**src/tutor_loader_cfg.svh**
```systemverilog
/*
 * Tutor loader configuration
 * Download indices, address windows, ROM checksums, hotkey scan codes
 * and the reset stretch length for the cartridge and system-ROM loader
 */

`ifndef TUTOR_LOADER_CFG_SVH
`define TUTOR_LOADER_CFG_SVH

// Download port indices
`define IDX_SYS_ROM0      8'd0
`define IDX_SYS_ROM1      8'd1
`define IDX_CART          8'd2

// Cartridge bytes sit above the 64K system space
`define CART_BYTE_OFFSET  17'h10000

// Bit 0 checksums of the known system ROMs
`define HASH_TUTOR        16'h2E8E
`define HASH_PYUTA        16'h23D7
`define HASH_PYUTA_JR     16'h1127

// 24K ROM+RAM check window, in download addresses
`define CHK24_LO          25'h0002000
`define CHK24_HI          25'h0003FFF
`define CART_SMALL_MAX    17'h04000

// Cartridge RAM regions cleared on eject
`define ERASE_A_LO        17'h0C000
`define ERASE_A_HI        17'h0DFFF
`define ERASE_B_LO        17'h10000
`define ERASE_B_HI        17'h18000

// PS/2 set 2 scan codes for the developer hotkey
`define KEY_ALT           8'h11
`define KEY_F11           8'h78

`define DL_RESET_CYCLES   8'd255

`endif

```
**src/tutor_pkg.sv**
```systemverilog
/*
 * Tutor loader types
 * Vector widths, state encodings and the bundled port structs
 */

`default_nettype none

package tutor_pkg;

	// Plain vector widths
	typedef logic [16:0] byte_addr_t;
	typedef logic [24:0] load_addr_t;
	typedef logic [15:0] rom_hash_t;
	typedef logic [7:0]  chk24_t;
	// Bit 0 is bank 4000, bit 4 is bank C000
	typedef logic [4:0]  bank_en_t;

	// Machine type, same encoding as the console's system_type input
	typedef enum logic [1:0] {
		SYS_TUTOR    = 2'd0,
		SYS_PYUTA    = 2'd1,
		SYS_PYUTA_JR = 2'd2,
		SYS_UNKNOWN  = 2'd3
	} sys_type_e;

	typedef enum logic [1:0] {
		ER_IDLE,
		ER_WRITE,
		ER_GAP
	} erase_state_e;

	//////////////////////////////////////////////////
	// Bundled ports
	//////////////////////////////////////////////////

	// Host download port, one byte per wr cycle
	typedef struct packed {
		logic       download;
		logic [7:0] index;
		logic       wr;
		load_addr_t addr;
		logic [7:0] data;
	} load_port_t;

	// Key event, new event on each change of toggle
	typedef struct packed {
		logic       toggle;
		logic       pressed;
		logic [7:0] code;
	} key_event_t;

	typedef struct packed {
		logic     reset_req;
		logic     eject_req;
		bank_en_t bank_req;
	} menu_req_t;

	// Byte write toward the external RAM
	typedef struct packed {
		logic       we;
		byte_addr_t addr;
		logic [7:0] data;
	} ram_wr_t;

endpackage

`default_nettype wire
```
**src/bank_config.sv**
```systemverilog
/*
 * Developer RAM bank configuration
 * ALT+F11 toggles the hidden developer enable; the requested banks pass
 * only while it is set, and cartridge RAM forces banks 6000 and C000
 */

`timescale 1ns/100ps
`default_nettype none

`include "tutor_loader_cfg.svh"

module bank_config import tutor_pkg::*; (
	input  wire             clk_sys,
	input  wire             RESET,
	input  wire key_event_t key_i,
	input  wire bank_en_t   bank_req_i,
	input  wire             cart_ram_en_i,
	output bank_en_t        bank_en_o
);

	logic     toggle_q;
	logic     key_evt;
	logic     alt_held;
	logic     dev_en;
	bank_en_t dev_banks;
	bank_en_t cart_banks;

	// Previous toggle level for event detect
	always_ff @(posedge clk_sys) begin
		toggle_q <= key_i.toggle;
	end

	assign key_evt = (key_i.toggle != toggle_q);

	//////////////////////////////////////////////////
	// Hotkey tracking
	//////////////////////////////////////////////////

	always_ff @(posedge clk_sys) begin
		if (RESET) begin
			alt_held <= 1'b0;
			dev_en   <= 1'b0;
		end else if (key_evt) begin
			// ALT level follows press and release
			if (key_i.code == `KEY_ALT)
				alt_held <= key_i.pressed;
			// F11 release is ignored
			if (key_i.code == `KEY_F11 && alt_held && key_i.pressed)
				dev_en <= ~dev_en;
		end
	end

	// Menu request only counts with the developer enable set
	assign dev_banks = dev_en ? bank_req_i : '0;

	// Banks 6000 and C000 carry the cartridge RAM
	assign cart_banks = {cart_ram_en_i, 2'b00, cart_ram_en_i, 1'b0};

	assign bank_en_o = dev_banks | cart_banks;

endmodule

`default_nettype wire

```
**src/cart_eraser.sv**
```systemverilog
/*
 * Cartridge RAM eraser
 * On a rising eject request, writes a zero byte every second cycle over
 * region A and then region B, in ascending address order
 */

`timescale 1ns/100ps
`default_nettype none

`include "tutor_loader_cfg.svh"

module cart_eraser import tutor_pkg::*; (
	input  wire     clk_sys,
	input  wire     RESET,
	input  wire     eject_req_i,
	output ram_wr_t erase_wr_o,
	output logic    erasing_o
);

	erase_state_e state_q;
	byte_addr_t   addr_q;
	logic         eject_q;
	logic         eject_rise;

	// Eject request edge detect
	always_ff @(posedge clk_sys) begin
		eject_q <= eject_req_i;
	end

	assign eject_rise = eject_req_i && !eject_q;

	//////////////////////////////////////////////////
	// Erase FSM
	//////////////////////////////////////////////////

	always_ff @(posedge clk_sys) begin
		if (RESET) begin
			state_q <= ER_IDLE;
		end else begin
			case (state_q)
				ER_IDLE: begin
					if (eject_rise)
						state_q <= ER_WRITE;
				end
				// One write cycle, then one quiet cycle
				ER_WRITE: state_q <= ER_GAP;
				ER_GAP: begin
					if (addr_q == `ERASE_B_HI)
						state_q <= ER_IDLE;
					else
						state_q <= ER_WRITE;
				end
				default: state_q <= ER_IDLE;
			endcase
		end
	end

	// Address walk, A region then jump to B
	always_ff @(posedge clk_sys) begin
		if (state_q == ER_IDLE && eject_rise)
			addr_q <= `ERASE_A_LO;
		else if (state_q == ER_GAP) begin
			if (addr_q == `ERASE_A_HI)
				addr_q <= `ERASE_B_LO;
			else
				addr_q <= addr_q + 17'd1;
		end
	end

	always_comb begin
		erase_wr_o.we   = (state_q == ER_WRITE);
		erase_wr_o.addr = addr_q;
		erase_wr_o.data = 8'h00;
	end

	// Busy for the whole walk, gap cycles included
	assign erasing_o = (state_q != ER_IDLE);

endmodule

`default_nettype wire

```
**src/core_reset_gen.sv**
```systemverilog
/*
 * Core reset generator
 * Merges reset sources and stretches reset after downloads and erase;
 * holds the core in reset while no valid system ROM is loaded
 */

`timescale 1ns/100ps
`default_nettype none

`include "tutor_loader_cfg.svh"

module core_reset_gen (
	input  wire  clk_sys,
	input  wire  RESET,
	input  wire  reset_req_i,
	input  wire  download_i,
	input  wire  erasing_i,
	input  wire  rom_valid_i,
	output logic core_reset_o
);

	logic       trigger;
	logic [7:0] stretch_q;

	assign trigger = RESET || reset_req_i || download_i || erasing_i;

	// Reload while any source is active, count down afterwards
	always_ff @(posedge clk_sys) begin
		if (trigger)
			stretch_q <= `DL_RESET_CYCLES;
		else if (stretch_q != 8'd0)
			stretch_q <= stretch_q - 8'd1;
	end

	assign core_reset_o = trigger || (stretch_q != 8'd0) || !rom_valid_i;

endmodule

`default_nettype wire

```
**src/ram_load_port.sv**
```systemverilog
/*
 * RAM write port mux
 * Maps download bytes to RAM byte addresses with the endian swap and
 * cartridge offset; the eraser takes the port while it runs
 */

`timescale 1ns/100ps
`default_nettype none

`include "tutor_loader_cfg.svh"

module ram_load_port import tutor_pkg::*; (
	input  wire load_port_t load_i,
	input  wire ram_wr_t    erase_wr_i,
	input  wire             erasing_i,
	output ram_wr_t         ram_wr_o
);

	byte_addr_t swap_addr;
	byte_addr_t dl_addr;

	// Byte swap inside each 16-bit word
	assign swap_addr = {load_i.addr[16:1], ~load_i.addr[0]};

	// Cartridge images land above 64K
	assign dl_addr = (load_i.index == `IDX_CART) ? swap_addr + `CART_BYTE_OFFSET : swap_addr;

	always_comb begin
		if (erasing_i) begin
			// Downloads dropped while erasing
			ram_wr_o = erase_wr_i;
		end else begin
			ram_wr_o.we   = load_i.download && load_i.wr;
			ram_wr_o.addr = dl_addr;
			ram_wr_o.data = load_i.data;
		end
	end

endmodule

`default_nettype wire

```
**src/rom_identify.sv**
```systemverilog
/*
 * System ROM identification and cartridge checks
 * Sums data bit 0 over the system ROM to pick Tutor, Pyuta or Pyuta Jr,
 * tracks the cartridge's last address and the 24K ROM+RAM check counter
 */

`timescale 1ns/100ps
`default_nettype none

`include "tutor_loader_cfg.svh"

module rom_identify import tutor_pkg::*; (
	input  wire        clk_sys,
	input  wire        RESET,
	input  wire        load_port_t load_i,
	output sys_type_e  sys_type_o,
	output logic       rom_valid_o,
	output byte_addr_t cart_last_o,
	output logic       cart_ram_en_o
);

	logic       sys_stb;
	logic       cart_stb;
	logic       addr_zero;
	logic       in_window;
	logic       hash_ok;
	rom_hash_t  hash_q;
	chk24_t     chk24_q;
	byte_addr_t cart_last_q;

	// Strobes per download target
	assign sys_stb = load_i.download && load_i.wr &&
		(load_i.index == `IDX_SYS_ROM0 || load_i.index == `IDX_SYS_ROM1);
	assign cart_stb = load_i.download && load_i.wr && (load_i.index == `IDX_CART);

	// First byte of a file restarts the sums
	assign addr_zero = (load_i.addr == '0);
	assign in_window = (load_i.addr >= `CHK24_LO) && (load_i.addr <= `CHK24_HI);

	assign hash_ok = (hash_q == `HASH_TUTOR) || (hash_q == `HASH_PYUTA) ||
		(hash_q == `HASH_PYUTA_JR);

	always_ff @(posedge clk_sys) begin
		if (RESET) begin
			hash_q      <= '0;
			rom_valid_o <= 1'b0;
			chk24_q     <= '0;
			cart_last_q <= '0;
		end else begin
			if (sys_stb) begin
				if (addr_zero)
					hash_q <= rom_hash_t'(load_i.data[0]);
				else
					hash_q <= hash_q + rom_hash_t'(load_i.data[0]);
			end
			// Valid flag lags the checksum by one cycle
			rom_valid_o <= hash_ok;

			if (cart_stb) begin
				cart_last_q <= load_i.addr[16:0];
				// Address 0 lies outside the window, so clearing is enough
				if (addr_zero)
					chk24_q <= '0;
				else if (in_window)
					chk24_q <= chk24_q + chk24_t'(load_i.data[0]);
			end
		end
	end

	// Machine decode straight from the running checksum
	always_comb begin
		case (hash_q)
			`HASH_TUTOR:    sys_type_o = SYS_TUTOR;
			`HASH_PYUTA:    sys_type_o = SYS_PYUTA;
			`HASH_PYUTA_JR: sys_type_o = SYS_PYUTA_JR;
			default:        sys_type_o = SYS_UNKNOWN;
		endcase
	end

	assign cart_last_o = cart_last_q;

	// Small carts, or a 32K image with an empty 2000-3FFF window, get 16K RAM
	assign cart_ram_en_o = (cart_last_q <= `CART_SMALL_MAX) || (chk24_q == '0);

endmodule

`default_nettype wire

```
**src/tutor_loader_top.sv**
```systemverilog
/*
 * Tutor cartridge and system-ROM loader
 * Download mapping, ROM identification, cartridge RAM checks, developer
 * bank enables, cartridge RAM erase and core reset generation
 */

`timescale 1ns/100ps
`default_nettype none

module tutor_loader_top import tutor_pkg::*; (
	input  wire             clk_sys,
	input  wire             RESET,
	input  wire load_port_t load_i,
	input  wire key_event_t key_i,
	input  wire menu_req_t  menu_i,
	output ram_wr_t         ram_wr_o,
	output sys_type_e       sys_type_o,
	output logic            rom_valid_o,
	output byte_addr_t      cart_last_o,
	output bank_en_t        bank_en_o,
	output logic            erase_busy_o,
	output logic            core_reset_o
);

	logic    cart_ram_en;
	ram_wr_t erase_wr;

	//////////////////////////////////////////////////
	// ROM and cartridge identification
	//////////////////////////////////////////////////

	rom_identify i_rom_identify (
		.clk_sys       (clk_sys),
		.RESET         (RESET),
		.load_i        (load_i),
		.sys_type_o    (sys_type_o),
		.rom_valid_o   (rom_valid_o),
		.cart_last_o   (cart_last_o),
		.cart_ram_en_o (cart_ram_en)
	);

	bank_config i_bank_config (
		.clk_sys       (clk_sys),
		.RESET         (RESET),
		.key_i         (key_i),
		.bank_req_i    (menu_i.bank_req),
		.cart_ram_en_i (cart_ram_en),
		.bank_en_o     (bank_en_o)
	);

	//////////////////////////////////////////////////
	// RAM write path
	//////////////////////////////////////////////////

	// Erase busy doubles as the port select
	cart_eraser i_cart_eraser (
		.clk_sys     (clk_sys),
		.RESET       (RESET),
		.eject_req_i (menu_i.eject_req),
		.erase_wr_o  (erase_wr),
		.erasing_o   (erase_busy_o)
	);

	ram_load_port i_ram_load_port (
		.load_i     (load_i),
		.erase_wr_i (erase_wr),
		.erasing_i  (erase_busy_o),
		.ram_wr_o   (ram_wr_o)
	);

	// Core reset
	core_reset_gen i_core_reset_gen (
		.clk_sys      (clk_sys),
		.RESET        (RESET),
		.reset_req_i  (menu_i.reset_req),
		.download_i   (load_i.download),
		.erasing_i    (erase_busy_o),
		.rom_valid_i  (rom_valid_o),
		.core_reset_o (core_reset_o)
	);

endmodule

`default_nettype wire

```
**config.mk**
```make
export PLATFORM = sky130hd
export DESIGN_NAME = tutor_loader_top
export DESIGN_NICKNAME = d
export VERILOG_FILES = /design/src/tutor_pkg.sv /design/src/bank_config.sv /design/src/cart_eraser.sv /design/src/core_reset_gen.sv /design/src/ram_load_port.sv /design/src/rom_identify.sv /design/src/tutor_loader_top.sv
export VERILOG_INCLUDE_DIRS = /design/src
export SDC_FILE = /design/constraint.sdc
export NUM_CORES = 1
export LEC_CHECK = 0
export ABC_AREA = 1
export BUFFER_PORTS_ARGS = -buffer_cell sky130_fd_sc_hd__buf_2
export CORE_ASPECT_RATIO = 1.1
export CORE_MARGIN = 8
export CORE_UTILIZATION = 45
export CTS_BUF_LIST = sky130_fd_sc_hd__clkbuf_8 sky130_fd_sc_hd__clkbuf_16
export DETAILED_ROUTE_END_ITERATION = 6
export PLACE_DENSITY_LB_ADDON = 0.12
export SYNTH_ARGS = -nofsm -noshare
export SYNTH_HDL_FRONTEND = slang
export SYNTH_SLANG_ARGS = --single-unit
```
**constraint.sdc**
```tcl
create_clock -name clk_sys -period 1.4 [get_ports clk_sys]
set_input_delay 0 -clock clk_sys [delete_from_list [all_inputs] [get_ports clk_sys]]
set_output_delay 0 -clock clk_sys [all_outputs]
set_load 0.01 [all_outputs]
```
==> run summary <==
Status -> finished, violations left
Failing checks -> setup timing
CTS Buffer Depth -> 2
Port Buffers -> 114
Worst path cell trace -> buf_4 > nand2_1 > nor3_2 > nand3b_1 > and2_4 > buf_6
Initial Utilization -> 46.1%
Slowest cell on crit path -> dfxtp_2
First-pass GRT wire length -> 24,200 µm
DR pass1 iterations -> 5
Final core utilization -> 72.8%
Die width -> 109 µm
Lkg Pwr -> 3.27 nW
Highest clock rate -> 0.615 GHz
Core area -> 0.00931 mm²
Post-synthesis sequential area ratio -> 34.1%
Yosys cell types -> 33
Total Routing Usage GR -> 22.6%
Crit path arrival time -> 1.63 ns
Post-Route WL -> 15,500 µm
Post-Synthesis Cells -> 688
Synthesized cell area -> 0.00429 mm²
WL/cell -> 15.0 µm
Post-DP HPWL -> 10,600 µm
Reg-to-reg slack, setup -> -0.06 ns
H-tree levels -> 3
Final Skew -> 0.00948 ns
Headroom to the max-slew limit -> 75.9%
Final non-filler cell total -> 1,027
Crit path max fanout -> 4
Initial antenna violation count -> 0
Clk sink count -> 73
Pwr per Cell Area -> 652 mW/mm²
Final hold slack -> 0.0260 ns
Max Slew Vio Count -> 0
Die Outline Area -> 0.0129 mm²
Fin. Hold Viols -> 0
ANT nets after route -> 0
Share of cells above drive strength 1 -> 41.3%
CP delay by family, top -> simple AND/OR/NAND/NOR gates
Residual DRC -> 0
Largest net degree at the start of global routing -> 29
Worst vdd ir -> 466 µV
Fin nets -> 975
I/O Pins -> 115
Worst path bufs/invs -> 2
Setup Viol. Count Final -> 28
Via count -> 5,318
Hold Path Class -> in2reg
Synth warnings -> 0
Worst EP required -> 1.40 ns
Max stage delay on crit path -> 0.33 ns
RSZ-0062 raised after global routing -> yes
Gr ovfl total -> 0
Vias per cell -> 5.18
Worst setup SP type -> flip-flop
GP Congestion -> 0.934
Clock buffer count from CTS -> 9
Crit share post-route -> 116%
Syn Area/Cell -> 6.24 µm²
CTS tree -> done
Clk Latency, worst-skew pair -> 0.36 ns
Syn Nets -> 757
Number of synthesized register bits -> 73
Die Ht -> 118 µm
Clock slew at reported path FFs -> 0.08 ns
Area grow syn2layout -> 57.8%
Site row count -> 37
Clock root buffer master -> clkbuf_8
Number of antenna diodes -> 0
Placed cells -> 962
Initial drt markers -> 330
Crit path kind -> reg2out
Period minus WS final -> 1.63 ns
Final worst setup slack -> -0.227 ns
Number of global-route vias before repair -> 5,369
CP Capture Type -> output port
Max cap viols -> 0
Worst-Margin Slew -> 0.360 ns
## placed cells by master, fill, tap and decap left out, drive strengths merged, types with 11 or more instances in the layout
cell type / count
dfxtp: 73
buf: 206
nor3: 18
o21ai: 47
nand4: 27
nor2: 135
inv: 101
nand3: 41
a21oi: 28
xor2: 11
nand2: 161
dlygate4sd3: 17
## layer usage
metal	track usage [%]	vias up	share of wire (%)
met5	0	-	0
met4	7.54	0	2.4
met1	26.3	2449	40
met3	5.00	38	6.4
li1	-	2635	-
met2	39.5	196	51
## timing repair
item	CTS	global route
pin swaps	21	42
setup endpoints to repair	48	59
buffers inserted	14	15
hold buffers	17	0
endpoints found under the hold margin	16	0
gates cloned	4	0
resized for setup	92	128
## logic make-up after synthesis
kind of cell | synth area share [%]
simple gates | 40.5
xor+xnor | 2.65
fa+ha+maj | 2.04
compound gates | 10.2
flops | 34.1
buf+inv | 10.6
## registers in the layout, indices dropped and copies added (netlist names)
name	count
i_core_reset_gen.stretch_q	8
i_cart_eraser.addr_q	17
i_rom_identify.chk24_q	8
i_bank_config.toggle_q	1
i_rom_identify.hash_q	16
i_rom_identify.rom_valid_o	1
i_rom_identify.cart_last_o	17
i_cart_eraser.eject_q	1
i_bank_config.alt_held	1
i_bank_config.dev_en	1
i_cart_eraser.state_q	2
## cell type report
| class | instances | area, µm² |
|---|---|---|
| tap | 117 | 146 |
| timing repair buffer | 223 | 1620 |
| inverter | 101 | 392 |
| clock inverter | 5 | 32.5 |
| clock buffer | 10 | 138 |
| fill | 741 | 2530 |
| multi-input combinational | 498 | 2930 |
| sequential | 73 | 1510 |
## worst min-delay path: stages
cell and delay (ns):
buf_2 0.09, buf_4 0.12, nor2_1 0.05, nor2_1 0.08
## metrics by stage
step	setup slack (ns)	total power [mW]	instance area, µm²	setup TNS [ns]
floorplan	-0.00219	2.39	4300	-0.00219
global placement	-0.127	2.68	5400	-0.708
detailed placement	-0.217	2.68	5400	-1.60
CTS	-0.244	4.33	6210	-2.00
global route	-0.309	4.61	6770	-4.73
finish	-0.227	4.42	6770	-1.73
## synthesized netlist by cell type (all sizes together)
master	number	area [µm²]
o211ai	4	30.0
ha	7	87.6
and2	2	12.5
nor3	18	90.1
nand4	27	169
dfxtp	73	1460
nor2	135	547
or3	1	6.26
nand3	41	210
nand3b	3	22.5
xor2	11	96.3
clkbuf	10	38.8
inv	101	379
o21bai	1	7.51
o21ai	47	246
buf	6	35.0
a31oi	1	6.26
a211oi	1	7.51
nor4	8	65.1
xnor2	2	17.5
nand2	161	614
a21oi	28	140
## report_power, final
part / switching (mW) / total [mW] / internal (mW) / leakage (nW)
Clock: 0.834 / 1.51 / 0.679 / 0.0919
Combinational: 0.410 / 0.796 / 0.385 / 2.58
Sequential: 0.0194 / 2.11 / 2.09 / 0.604
Total: 1.26 / 4.42 / 3.15 / 3.27
## path summary, 6_finish.rpt
path                                                from                       endpoint  cells after the start
worst max-delay path            i_rom_identify.hash_q[2]                  sys_type_o[1]                      6
worst min-delay path                          load_i[15]  i_rom_identify.cart_last_o[7]                      4
worst max register to register   i_cart_eraser.addr_q[0]       i_cart_eraser.addr_q[12]                     10
worst min register to register    i_bank_config.alt_held         i_bank_config.alt_held                      2
(Power assumes the default switching activity.)
